===== src/logic/fifo_pkg.sv =====
`default_nettype none

package fifo_pkg;

    // --------------------------------------------------
    // Geometry
    // --------------------------------------------------
    localparam int DEPTH    = 16;
    localparam int DATA_WID = 8;

    // Address into the storage array
    localparam int PTR_WID = $clog2(DEPTH);

    // Wide enough to hold DEPTH itself
    localparam int CNT_WID = $clog2(DEPTH + 1);

    // Count values used by the flag logic
    localparam logic [CNT_WID-1:0] CNT_FULL   = CNT_WID'(DEPTH);
    localparam logic [CNT_WID-1:0] CNT_ALMOST = CNT_WID'(DEPTH - 1);

    // Last address of the clearing pass
    localparam logic [PTR_WID-1:0] PTR_LAST = PTR_WID'(DEPTH - 1);

    // --------------------------------------------------
    // Flag optimisation mode
    // --------------------------------------------------
    // TIMING registers counts and flags,
    // LATENCY derives them straight from the pointers
    typedef enum logic [1:0] {
        OPT_MODE_TIMING  = 2'd0,
        OPT_MODE_LATENCY = 2'd1
    } opt_mode_t;

    // Modes used by the top level
    localparam opt_mode_t WR_MODE = OPT_MODE_TIMING;
    localparam opt_mode_t RD_MODE = OPT_MODE_TIMING;

endpackage : fifo_pkg

`default_nettype wire


===== src/logic/fifo_ctrl_fsm.sv =====
`timescale 1ns/1ps
`default_nettype none

module fifo_ctrl_fsm #(
    parameter bit                  OFLOW_PROT  = 1'b1,
    parameter bit                  UFLOW_PROT  = 1'b1,
    parameter fifo_pkg::opt_mode_t WR_OPT_MODE = fifo_pkg::OPT_MODE_TIMING,
    parameter fifo_pkg::opt_mode_t RD_OPT_MODE = fifo_pkg::OPT_MODE_TIMING
) (
    input  logic                         wr_clk,
    input  logic                         rd_srst,

    // Write side
    input  logic                         wr,
    output logic                         wr_rdy,
    output logic                         wr_safe,
    output logic [fifo_pkg::PTR_WID-1:0] wr_ptr,
    output logic [fifo_pkg::CNT_WID-1:0] wr_count,
    output logic                         wr_full,
    output logic                         wr_oflow,

    // Read side
    input  logic                         rd,
    output logic                         rd_safe,
    output logic [fifo_pkg::PTR_WID-1:0] rd_ptr,
    output logic [fifo_pkg::CNT_WID-1:0] rd_count,
    output logic                         rd_empty,
    output logic                         rd_uflow,

    // Storage finished its clearing pass
    input  logic                         mem_rdy
);

    // Pointers carry one extra wrap bit
    logic [fifo_pkg::CNT_WID-1:0] wr_ptr_q;
    logic [fifo_pkg::CNT_WID-1:0] rd_ptr_q;

    // Current fill level from the pointer difference
    logic [fifo_pkg::CNT_WID-1:0] fill_cnt;

    // --------------------------------------------------
    // Write pointer
    // --------------------------------------------------
    assign wr_safe  = OFLOW_PROT ? (wr && wr_rdy) : wr;
    assign wr_oflow = wr && !wr_rdy;

    always_ff @(posedge wr_clk) begin
        if (rd_srst) begin
            wr_ptr_q <= '0;
        end else if (wr_safe) begin
            wr_ptr_q <= wr_ptr_q + 1'b1;
        end
    end

    assign wr_ptr = wr_ptr_q[fifo_pkg::PTR_WID-1:0];

    // --------------------------------------------------
    // Read pointer
    // --------------------------------------------------
    assign rd_safe  = UFLOW_PROT ? (rd && !rd_empty) : rd;
    assign rd_uflow = rd && rd_empty;

    always_ff @(posedge wr_clk) begin
        if (rd_srst) begin
            rd_ptr_q <= '0;
        end else if (rd_safe) begin
            rd_ptr_q <= rd_ptr_q + 1'b1;
        end
    end

    assign rd_ptr = rd_ptr_q[fifo_pkg::PTR_WID-1:0];

    // Wrap bit makes this exact for 0..DEPTH
    assign fill_cnt = wr_ptr_q - rd_ptr_q;

    // --------------------------------------------------
    // Write-side status
    // --------------------------------------------------
    generate
        if (WR_OPT_MODE == fifo_pkg::OPT_MODE_TIMING) begin : g_wr_timing
            // Writes show up at once, reads a cycle late
            always_ff @(posedge wr_clk) begin
                if (rd_srst) begin
                    wr_count <= '0;
                    wr_full  <= 1'b0;
                end else if (wr_safe) begin
                    wr_count <= fill_cnt + 1'b1;
                    wr_full  <= (fill_cnt >= fifo_pkg::CNT_ALMOST);
                end else begin
                    wr_count <= fill_cnt;
                    wr_full  <= (fill_cnt == fifo_pkg::CNT_FULL);
                end
            end

            // Held low until storage is cleared
            always_ff @(posedge wr_clk) begin
                if (rd_srst || !mem_rdy) begin
                    wr_rdy <= 1'b0;
                end else if (wr_safe) begin
                    wr_rdy <= (fill_cnt < fifo_pkg::CNT_ALMOST);
                end else begin
                    wr_rdy <= (fill_cnt < fifo_pkg::CNT_FULL);
                end
            end
        end : g_wr_timing
        else begin : g_wr_latency
            assign wr_count = fill_cnt;
            assign wr_full  = (fill_cnt == fifo_pkg::CNT_FULL);
            assign wr_rdy   = mem_rdy && (fill_cnt < fifo_pkg::CNT_FULL);
        end : g_wr_latency
    endgenerate

    // --------------------------------------------------
    // Read-side status
    // --------------------------------------------------
    generate
        if (RD_OPT_MODE == fifo_pkg::OPT_MODE_TIMING) begin : g_rd_timing
            // Reads show up at once, writes a cycle late
            always_ff @(posedge wr_clk) begin
                if (rd_srst) begin
                    rd_count <= '0;
                    rd_empty <= 1'b1;
                end else if (rd_safe) begin
                    rd_count <= fill_cnt - 1'b1;
                    // Level of one or less drains to empty
                    rd_empty <= (fill_cnt[fifo_pkg::CNT_WID-1:1] == '0);
                end else begin
                    rd_count <= fill_cnt;
                    rd_empty <= (fill_cnt == '0);
                end
            end
        end : g_rd_timing
        else begin : g_rd_latency
            assign rd_count = fill_cnt;
            assign rd_empty = (fill_cnt == '0);
        end : g_rd_latency
    endgenerate

endmodule : fifo_ctrl_fsm

`default_nettype wire


===== src/logic/fifo_fwft.sv =====
`timescale 1ns/1ps
`default_nettype none

module fifo_fwft (
    input  logic                          wr_clk,
    input  logic                          rd_srst,

    // Controller side
    input  logic                          rd_empty,
    output logic                          rd,
    input  logic [fifo_pkg::DATA_WID-1:0] mem_rd_data,

    // Output stream
    output logic                          out_valid,
    output logic [fifo_pkg::DATA_WID-1:0] out_data,
    input  logic                          out_ready
);

    // Head slot faces the output, skid slot sits behind it
    logic                          head_vld;
    logic [fifo_pkg::DATA_WID-1:0] head_data;
    logic                          skid_vld;
    logic [fifo_pkg::DATA_WID-1:0] skid_data;

    // Read issued last cycle, data lands this cycle
    logic                          rd_pend;

    // Slots taken or already promised
    logic [1:0]                    occupancy;
    logic                          pop;

    assign occupancy = {1'b0, head_vld} + {1'b0, skid_vld} + {1'b0, rd_pend};

    // Only read when the word is sure to find a slot
    assign rd  = !rd_empty && (occupancy < 2'd2);
    assign pop = head_vld && out_ready;

    // --------------------------------------------------
    // Slot control
    // --------------------------------------------------
    always_ff @(posedge wr_clk) begin
        if (rd_srst) begin
            head_vld <= 1'b0;
            skid_vld <= 1'b0;
            rd_pend  <= 1'b0;
        end else begin
            rd_pend <= rd;
            if (pop) begin
                // Skid moves up, or arriving word takes the head
                head_vld <= skid_vld || rd_pend;
                skid_vld <= skid_vld && rd_pend;
            end else if (rd_pend) begin
                if (head_vld) begin
                    skid_vld <= 1'b1;
                end else begin
                    head_vld <= 1'b1;
                end
            end
        end
    end

    // --------------------------------------------------
    // Slot data
    // --------------------------------------------------
    always_ff @(posedge wr_clk) begin
        if (pop) begin
            if (skid_vld) begin
                head_data <= skid_data;
                if (rd_pend) begin
                    skid_data <= mem_rd_data;
                end
            end else if (rd_pend) begin
                head_data <= mem_rd_data;
            end
        end else if (rd_pend) begin
            if (head_vld) begin
                skid_data <= mem_rd_data;
            end else begin
                head_data <= mem_rd_data;
            end
        end
    end

    assign out_valid = head_vld;
    assign out_data  = head_data;

endmodule : fifo_fwft

`default_nettype wire


===== src/logic/fifo_mem.sv =====
`timescale 1ns/1ps
`default_nettype none

module fifo_mem (
    input  logic                          wr_clk,
    input  logic                          rd_srst,

    // Write port
    input  logic                          wr_safe,
    input  logic [fifo_pkg::PTR_WID-1:0]  wr_ptr,
    input  logic [fifo_pkg::DATA_WID-1:0] wr_data,

    // Read port, one cycle of latency
    input  logic                          rd_safe,
    input  logic [fifo_pkg::PTR_WID-1:0]  rd_ptr,
    output logic [fifo_pkg::DATA_WID-1:0] mem_rd_data,

    // High once every address is cleared
    output logic                          mem_rdy
);

    logic [fifo_pkg::DATA_WID-1:0] mem [fifo_pkg::DEPTH];

    // Address walked by the clearing pass
    logic [fifo_pkg::PTR_WID-1:0]  clr_addr;

    // Write port mux between clearing and normal traffic
    logic                          mem_we;
    logic [fifo_pkg::PTR_WID-1:0]  mem_waddr;
    logic [fifo_pkg::DATA_WID-1:0] mem_wdata;

    // --------------------------------------------------
    // Clearing pass
    // --------------------------------------------------
    // One address per edge, mem_rdy on the last one
    always_ff @(posedge wr_clk) begin
        if (rd_srst) begin
            clr_addr <= '0;
            mem_rdy  <= 1'b0;
        end else if (!mem_rdy) begin
            clr_addr <= clr_addr + 1'b1;
            if (clr_addr == fifo_pkg::PTR_LAST) begin
                mem_rdy <= 1'b1;
            end
        end
    end

    always_comb begin
        if (mem_rdy) begin
            mem_we    = wr_safe;
            mem_waddr = wr_ptr;
            mem_wdata = wr_data;
        end else begin
            // Zero fill while clearing
            mem_we    = 1'b1;
            mem_waddr = clr_addr;
            mem_wdata = '0;
        end
    end

    // --------------------------------------------------
    // Storage
    // --------------------------------------------------
    always_ff @(posedge wr_clk) begin
        if (mem_we) begin
            mem[mem_waddr] <= mem_wdata;
        end
    end

    // Registered read
    always_ff @(posedge wr_clk) begin
        if (rd_safe) begin
            mem_rd_data <= mem[rd_ptr];
        end
    end

endmodule : fifo_mem

`default_nettype wire


===== src/logic/fifo_sync.sv =====
`timescale 1ns/1ps
`default_nettype none

module fifo_sync (
    input  logic                          wr_clk,
    input  logic                          rd_srst,

    // Byte input
    input  logic                          wr,
    input  logic [fifo_pkg::DATA_WID-1:0] wr_data,
    output logic                          wr_rdy,
    output logic                          wr_full,
    output logic                          wr_oflow,
    output logic [fifo_pkg::CNT_WID-1:0]  wr_count,

    // Byte output stream
    output logic                          out_valid,
    output logic [fifo_pkg::DATA_WID-1:0] out_data,
    input  logic                          out_ready
);

    // --------------------------------------------------
    // Internal nets
    // --------------------------------------------------
    logic                          wr_safe;
    logic [fifo_pkg::PTR_WID-1:0]  wr_ptr;
    logic                          rd;
    logic                          rd_safe;
    logic [fifo_pkg::PTR_WID-1:0]  rd_ptr;
    logic                          rd_empty;
    logic                          mem_rdy;
    logic [fifo_pkg::DATA_WID-1:0] mem_rd_data;

    // Pointer and flag control
    fifo_ctrl_fsm #(
        .OFLOW_PROT  (1'b1),
        .UFLOW_PROT  (1'b1),
        .WR_OPT_MODE (fifo_pkg::WR_MODE),
        .RD_OPT_MODE (fifo_pkg::RD_MODE)
    ) u_ctrl (
        .wr_clk   (wr_clk),
        .rd_srst  (rd_srst),
        .wr       (wr),
        .wr_rdy   (wr_rdy),
        .wr_safe  (wr_safe),
        .wr_ptr   (wr_ptr),
        .wr_count (wr_count),
        .wr_full  (wr_full),
        .wr_oflow (wr_oflow),
        .rd       (rd),
        .rd_safe  (rd_safe),
        .rd_ptr   (rd_ptr),
        .rd_count (),
        .rd_empty (rd_empty),
        .rd_uflow (),
        .mem_rdy  (mem_rdy)
    );

    // Byte storage with clearing pass
    fifo_mem u_mem (
        .wr_clk      (wr_clk),
        .rd_srst     (rd_srst),
        .wr_safe     (wr_safe),
        .wr_ptr      (wr_ptr),
        .wr_data     (wr_data),
        .rd_safe     (rd_safe),
        .rd_ptr      (rd_ptr),
        .mem_rd_data (mem_rd_data),
        .mem_rdy     (mem_rdy)
    );

    // Prefetch into the output stream
    fifo_fwft u_fwft (
        .wr_clk      (wr_clk),
        .rd_srst     (rd_srst),
        .rd_empty    (rd_empty),
        .rd          (rd),
        .mem_rd_data (mem_rd_data),
        .out_valid   (out_valid),
        .out_data    (out_data),
        .out_ready   (out_ready)
    );

endmodule : fifo_sync

`default_nettype wire


===== config.mk =====
export PLATFORM = sky130hd
export DESIGN_NAME = fifo_sync
export DESIGN_NICKNAME = d
export VERILOG_FILES = /design/src/logic/fifo_pkg.sv /design/src/logic/fifo_ctrl_fsm.sv /design/src/logic/fifo_fwft.sv /design/src/logic/fifo_mem.sv /design/src/logic/fifo_sync.sv
export SDC_FILE = /design/constraint.sdc
export NUM_CORES = 1
export LEC_CHECK = 0
export ABC_CLOCK_PERIOD_IN_PS = 3550
export BUFFER_PORTS_ARGS = -buffer_cell sky130_fd_sc_hd__buf_2
export CAP_MARGIN = 20
export CELL_PAD_IN_SITES_DETAIL_PLACEMENT = 1
export CELL_PAD_IN_SITES_GLOBAL_PLACEMENT = 1
export CORE_MARGIN = 5
export CORE_UTILIZATION = 53
export DETAILED_ROUTE_END_ITERATION = 8
export PLACE_DENSITY_LB_ADDON = 0.1
export SYNTH_ARGS = -nofsm -noshare
export SYNTH_HDL_FRONTEND = slang
export SYNTH_SLANG_ARGS = --single-unit

===== constraint.sdc =====
create_clock -name wr_clk -period 3.55 [get_ports wr_clk]
set_input_delay 0.355 -clock wr_clk [delete_from_list [all_inputs] [get_ports wr_clk]]
set_output_delay 0.355 -clock wr_clk [all_outputs]
set_load 0.005 [all_outputs]

==> results of run 1 <==
[cell usage in the layout (no fill, tap or decap), types with 3 or more instances in the layout]
cell type   instances
mux4_2             18
nand2_1            45
mux2_2              8
o21ai_0             3
nor2_1             38
nand3_1             4
a21oi_1            17
clkbuf_16          17
edfxtp_1          152
buf_2              28
clkinvlp_4          4
a31oi_1            11
clkinv_1            4
and2_1             11
dfxtp_1            25
nor3b_1             3
nor3_1              5
buf_4               4
nand4_1             6
nor2b_1             3
ha_1               11
clkinv_4            3
inv_6               3
and3_1             11
inv_1              11
xnor2_1            11
mux4_1             14
xor2_1              6
[registers in the layout, indices dropped and copies added, names as in the netlist]
| name | flops |
|---|---|
| u_mem.mem | 128 |
| u_fwft.out_data | 8 |
| u_fwft.skid_data | 8 |
| u_mem.mem_rd_data | 8 |
| u_ctrl.rd_ptr_q | 5 |
| u_ctrl.wr_count | 5 |
| u_ctrl.wr_ptr_q | 5 |
| u_mem.clr_addr | 4 |
| u_ctrl.rd_empty | 1 |
| u_ctrl.wr_full | 1 |
| u_ctrl.wr_rdy | 1 |
| u_fwft.out_valid | 1 |
| u_fwft.rd_pend | 1 |
| u_fwft.skid_vld | 1 |
| u_mem.mem_rdy | 1 |
[layer usage]
layer	track usage, %	vias up	routed length [um]
li1	-	1796	-
met1	25.72	2012	6448
met2	34.38	103	7865
met3	5.083	30	805
met4	6.929	0	309
met5	0	-	0
[worst max path at each step]
stage,startpoint,endpoint,slack [ns]
finish,u_ctrl.rd_ptr_q[3]$_SDFFE_PP0P_,u_ctrl.wr_full$_SDFF_PP0_,0.75
global route,u_ctrl.rd_ptr_q[3]$_SDFFE_PP0P_,u_ctrl.wr_full$_SDFF_PP0_,0.51
CTS,u_ctrl.rd_ptr_q[3]$_SDFFE_PP0P_,u_ctrl.wr_full$_SDFF_PP0_,0.78
detailed placement,u_ctrl.rd_ptr_q[3]$_SDFFE_PP0P_,u_ctrl.wr_full$_SDFF_PP0_,0.83
global placement,u_ctrl.rd_ptr_q[3]$_SDFFE_PP0P_,u_ctrl.wr_full$_SDFF_PP0_,0.94
floorplan,u_ctrl.rd_ptr_q[1]$_SDFFE_PP0P_,u_ctrl.wr_full$_SDFF_PP0_,1.06
[power by group through the flow]
stage | Sequential, mW | Combinational (mW) | Clock, mW
after floorplan | 2.56 | 0.955 | 0
after global placement | 2.56 | 1.18 | 0
after detailed placement | 2.57 | 1.19 | 0
after CTS | 2.53 | 1.22 | 1.81
after global routing | 2.54 | 1.31 | 1.91
final | 2.52 | 1.20 | 1.77
[through the flow]
| step | utilization, % | std cells | worst slack (ns) |
|---|---|---|---|
| CTS | 59.21 | 676 | 0.7785 |
| finish | 59.21 | 676 | 0.7511 |
| global placement | 55.14 | 644 | 0.9395 |
| floorplan | - | 452 | 1.064 |
| global route | 59.21 | 676 | 0.5141 |
| detailed placement | 55.14 | 644 | 0.8266 |
[cell type report]
cell class,count,share of cell area [%]
Multi-Input combinational cell,240,25.27
Timing Repair Buffer,32,2.087
Tap cell,180,2.762
Clock inverter,14,1.611
Clock buffer,18,5.262
Inverter,14,0.6444
Sequential cell,178,62.37
[critical path, stage by stage (launching register included)]
cell and delay, ns:
dfxtp_1 0.51, clkinv_1 0.37, ha_1 0.56, a21oi_1 0.13, a21oi_1 0.22, or2_2 0.16, inv_1 0.06, ha_1 0.19
and3_1 0.18, o31ai_1 0.19, o22ai_1 0.10
[cell families after synthesis]
| group | after synthesis | share of synthesized area (%) |
|---|---|---|
| AOI/OAI and AO/OA | 38 | 3.185 |
| xor gates and xnor gates | 18 | 2.321 |
| DFF | 178 | 68.85 |
| buffers and inverters | 34 | 3.253 |
| and+or+nand+nor | 131 | 8.437 |
| adders and majority gates | 12 | 2.134 |
| muxes | 41 | 11.82 |
==> flow_summary_export.csv, run 1 <==
group,metric,value,unit
run_status,status,"completed",
synth,syn_area_per_cell,16.34,um^2
place,dpl_cell_area,0.007595,mm^2
final_layout,fillers,1281,
final_layout,num_antenna_cells,0,
global_route,antenna_found_initial,0,
synth,synth_cell_type_count,43,
route,wl_per_cell,22.82,um
run,drv_cap,0,
global_route,grt.total_usage,20.32,%
final_layout,finalInstanceArea,0.008155,mm^2
pwr,combinationalPowerShare,21.9,%
worst_setup_path,setup.worst_path.class,"reg2reg",
clocking,cts_tree,"done",
global_route,grt_pass1_vias,4217,
pwr,sw_frac_of_total,27.38,%
clocking,cts_buffers,17,
sta,tightest_slew,0.9490,ns
route,dr.pass1.iters,5,
pwr,power.switching,1.504,mW
synth,syn_inst,452,
sta,final_max_slew_viol_count,0,
die,io_pins,29,
worst_setup_path,reg2reg_depth,10,
synth,ys_warn_count,0,
final_layout,area.growth.synth_to_final,10.42,%
synth,synthArstFlopShare,0,%
route,drt_iter0_markers,236,
die,die_h,128.1,um
synth,ys_ff_latch,178,
synth,ys.flop_type,"edfxtp_1",
worst_setup_path,endpoint_kind,"flop",
route,vias,3941,
pwr,power_density,673.3,mW/mm^2
min_path,min_to,"u_fwft.skid_vld$_SDFFE_PP0P_",
clocking,cts-htree-levels,4,
clocking,post_cts_buffers,0,
worst_setup_path,r2r_end,"u_ctrl.wr_full$_SDFF_PP0_",
sta,rsz0062_at_grt,"false",
synth,synth_most_common_cell,"edfxtp_1",
sta,setup_tns,0,ns
place,dp_hpwl,10280,um
sta,final-setup-viol-count,0,
pwr,seqPwrFrac,45.9,%
die,coreArea,0.01377,mm^2
sta,whs,0.2607,ns
pwr,leakagePower,2.766,nW
die,rows,43,
clocking,ctsResizeCount,0,
pwr,finalPower,5.491,mW
sta,relSlewSlack,36.50,%
clocking,hold_buffers,0,
synth,synth_top_area_share,61.80,%
final_layout,multi_input_comb_area,0.002061,mm^2
global_route,grt_max_degree,36,
synth,synth_area_leaders,"edfxtp_1 62%, dfxtp_1 7.0%, mux4_2 5.5%",
global_route,grt_pass1_wl,24300,um
synth,synth_edf_count,152,
place,port_buffers,28,
sta,fin_crit,2.799,ns
pwr,ir_drop,0.0003420,V
sta,hold_viol_final,0,
synth,synth_seq_area_share,68.85,%
route,routed_wl,15430,um
route,postRouteAntennaNets,0,
final_layout,drive_above_1_share,18.55,%
synth,syn_area,0.007386,mm^2
min_path,min_from,"out_ready",
sta,fmaxAchievable,357.3,MHz
worst_setup_path,critPathMaxFanout,10,
synth,synth_nets,476,
route,via_per_inst,5.830,
worst_setup_path,critPathArrivalTime,3.10,ns
route,drc,0,
synth,synth_top_cell_by_area,"edfxtp_1",
worst_setup_path,r2r_setup_slack,0.75,ns
clocking,clockRootBuffer,"clkbuf_16",
sta,finClkSkew,0.006512,ns
final_layout,layout.nets,507,
clocking,cts_max_path_buffers,2,
die,initial_utilization,53.62,%
worst_setup_path,cp-start-kind,"flop",
worst_setup_path,regToRegStartpoint,"u_ctrl.rd_ptr_q[3]$_SDFFE_PP0P_",
place,gp_routability_congestion,0.7827,
die,die_width,128.1,um
die,dieArea,0.01640,mm^2
min_path,whs_path_depth,4,
worst_setup_path,worst_ep_required_time,3.85,ns
clocking,worstSkewPairLatency,0.43,ns
global_route,overflow,0,
synth,yosys-top-cells-count,"152 x edfxtp_1, 45 x nand2_1, 38 x nor2_1",
final_layout,ff_latch_area,0.005086,mm^2
sta,post-route-period-util,78.84,%
min_path,hp-class,"in2reg",
clocking,clock_sink_count,178,
pwr,intPower,3.988,mW
pwr,pwr-share-clk,32.2,%
clocking,clk_pin_slew_worst_paths,0.07,ns
Power figures use the tool's default switching activity.
==> run 2: changes to the inputs <==
Settings changed: ABC_AREA set to 1, ABC_CLOCK_PERIOD_IN_PS 3550 to 2700, CORE_UTILIZATION 53 to 50.
Clock period 3.55 ns to 2.7 ns, I/O delays scaled along.
==> run 2 against run 1 <==
Net effect: largest power group unchanged; count of clock-buffer cells in the layout grew 1; highest routed layer unchanged; non-clock buffer count is 21 higher; critical path type unchanged; critical path depth decreased by 6; clock power grew 36%; synthesized cell count increased by 43%; combinational power decreased by 25%; power increased by 18%; global-route usage grew 2.2 points; critical endpoint is now u_mem.mem[15][4]$_DFFE_PP_; core utilization shrank 1.7 points.
==> flow_summary_export.csv, run 2 <==
group,metric,value,unit
run_status,status,"completed",
pwr,seqPwrFrac,48.9,%
final_layout,area.growth.synth_to_final,13.01,%
clocking,post_cts_buffers,0,
final_layout,mostFrequentLayoutCell,"edfxtp_1",
die,die_width,131.4,um
pwr,intPower,4.835,mW
place,gp_routability_congestion,0.8156,
final_layout,num_antenna_cells,0,
synth,ys.flop_type,"edfxtp_1",
clocking,worstSkewPairLatency,0.42,ns
worst_setup_path,endpoint_kind,"flop",
clocking,hold_buffers,0,
synth,synth_cell_type_count,28,
pwr,power_density,777.2,mW/mm^2
synth,synth_top_cell_by_area,"edfxtp_1",
sta,tightest_slew,0.7554,ns
route,dr.pass1.iters,5,
final_layout,largest_reg_flops,128,
die,dieArea,0.01726,mm^2
sta,post-route-period-util,89.54,%
global_route,gr-usage-met1,28.93,%
global_route,grt_pass1_wl,30080,um
synth,synth_area_leaders,"edfxtp_1 62%, dfxtp_1 7.1%, nor2_1 6.0%",
global_route,top_usage_layer,"met2",
global_route,overflow,0,
sta,final-setup-viol-count,0,
clocking,clk_pin_slew_worst_paths,0.06,ns
worst_setup_path,cp-start-kind,"flop",
final_layout,drive_above_1_share,12.62,%
place,port_buffers,28,
sta,setup_tns,0,ns
synth,synth_most_common_cell,"edfxtp_1",
sta,rsz0062_at_grt,"false",
synth,syn_area_per_cell,11.37,um^2
synth,ys_warn_count,0,
synth,synthArstFlopShare,0,%
clocking,cts-htree-levels,4,
pwr,ir_drop,0.0004274,V
die,coreArea,0.01448,mm^2
final_layout,layout.nets,717,
pwr,pwr-share-clk,37.2,%
synth,syn_inst,648,
clocking,cts_tree,"done",
route,drc,0,
die,initial_utilization,50.88,%
clocking,clockRootBuffer,"clkbuf_16",
route,postRouteAntennaNets,0,
clocking,clock_sink_count,178,
route,drt_iter0_markers,330,
final_layout,largest-register,"u_mem.mem",
route,vias,5033,
pwr,sw_frac_of_total,25.27,%
route,routed_wl,19120,um
clocking,cts_max_path_buffers,2,
synth,syn_area,0.007367,mm^2
route,wl_per_cell,21.50,um
route,via_per_inst,5.661,
pwr,combinationalPowerShare,13.9,%
worst_setup_path,setup.worst_path.class,"reg2reg",
synth,synth_seq_area_share,69.02,%
sta,hold_viol_final,0,
final_layout,fillers,1515,
synth,synth_top_area_share,61.96,%
sta,fmaxAchievable,413.7,MHz
global_route,grt_use_met3,3.784,%
die,io_pins,29,
place,dp_hpwl,12430,um
global_route,grt_use_met2,38.15,%
final_layout,final_util,57.50,%
sta,fin_crit,2.417,ns
sta,final_max_slew_viol_count,0,
synth,yosys-top-cells-count,"152 x edfxtp_1, 117 x nor2_1, 85 x nand2_1",
global_route,grt_max_degree,50,
sta,relSlewSlack,49.57,%
global_route,antenna_found_initial,0,
synth,synth_nets,672,
sta,finClkSkew,0.007643,ns
min_path,hp-class,"in2reg",
pwr,power.switching,1.635,mW
worst_setup_path,worst_ep_required_time,2.76,ns
worst_setup_path,critPathArrivalTime,2.47,ns
die,die_h,131.4,um
clocking,cts_buffers,17,
synth,ys_ff_latch,178,
synth,synth_edf_count,152,
pwr,leakagePower,3.206,nW
global_route,grt.total_usage,22.53,%
run,drv_cap,0,
final_layout,final_cell_mix,"152 x edfxtp_1, 116 x nor2_1, 85 x nand2_1",
worst_setup_path,critPathMaxFanout,20,
die,rows,44,
global_route,grt_pass1_vias,5406,
-- run 2: kinds of logic (layout without fill, tap and decap cells) --
family,after synthesis,count (layout),share of synthesized area (%)
AO/OA/AOI/OAI,134,134,9.919
XOR/XNOR,3,3,0.3567
adder cells (fa/ha/maj),12,12,2.140
buffers and inverters,73,130,4.772
flip-flops,178,178,69.02
AND/OR/NAND/NOR,248,248,13.79
-- run 2: power by group through the flow --
| stage | sequential (mW) | combinational [mW] | clock [mW] |
|---|---|---|---|
| detailed placement | 3.22 | 0.894 | 0 |
| CTS | 3.17 | 0.907 | 2.44 |
| global route | 3.18 | 1.00 | 2.57 |
| finish | 3.16 | 0.899 | 2.41 |
| floorplan | 3.21 | 0.607 | 0 |
| global placement | 3.21 | 0.845 | 0 |
-- run 2: through the flow --
| step | power [mW] | setup slack [ns] | cell area (um^2) | hold slack, ns | instances |
|---|---|---|---|---|---|
| 6_report | 6.470 | 0.2825 | 8325 | 0.1911 | 889 |
| 5_1_grt | 6.745 | 0.08709 | 8325 | 0.2205 | 889 |
| 4_1_cts | 6.518 | 0.1027 | 8323 | 0.1743 | 889 |
| 3_5_place_dp | 4.119 | 0.2905 | 7750 | 0.4407 | 858 |
| 3_3_place_gp | 4.056 | 0.3610 | 7750 | 0.4363 | 858 |
| 2_1_floorplan | 3.819 | 0.3600 | 7367 | 0.4268 | 648 |
-- run 2: metal layers --
layer	up-vias	wire (um)
li1	2357	-
met4	0	580
met3	38	743
met2	106	9558
met1	2532	8235
met5	-	0
-- run 2: final cells by class --
class	count	area [um^2]	area share, %
multi-input cells	397	1933	23.22
repair buffers	53	327.8	3.937
flip-flops and latches	178	5086	61.09
inverters	46	175.2	2.104
clock inverters	12	140.1	1.683
well taps	184	230.2	2.765
clock buffers	19	432.9	5.200
-- run 2: worst max-delay path: stages, from the launching register on --
cell	delay (ns)
dfxtp_1	0.81
nor2_1	0.18
a21oi_1	0.32
nand3_1	0.27
nor2_2	0.47
-- run 2: worst paths after layout --
| check | from | to | slack (ns) | cells past startpoint |
|---|---|---|---|---|
| worst max-delay path | u_mem.mem_rdy$_SDFF_PP0_ | u_mem.mem[15][4]$_DFFE_PP_ | 0.28 | 4 |
| worst min-delay path | rd_srst | u_ctrl.wr_full$_SDFF_PP0_ | 0.19 | 2 |
| worst max register to register | u_mem.mem_rdy$_SDFF_PP0_ | u_mem.mem[15][4]$_DFFE_PP_ | 0.28 | 4 |
| worst min register to register | u_mem.mem_rd_data[6]$_DFFE_PP_ | u_fwft.skid_data[6]$_DFFE_PP_ | 0.46 | 0 |
-- run 2: what timing repair did --
action	4_1_cts	5_1_grt
hold endpoints to repair	0	0
setup endpoints to repair	0	8
resized for setup	0	1
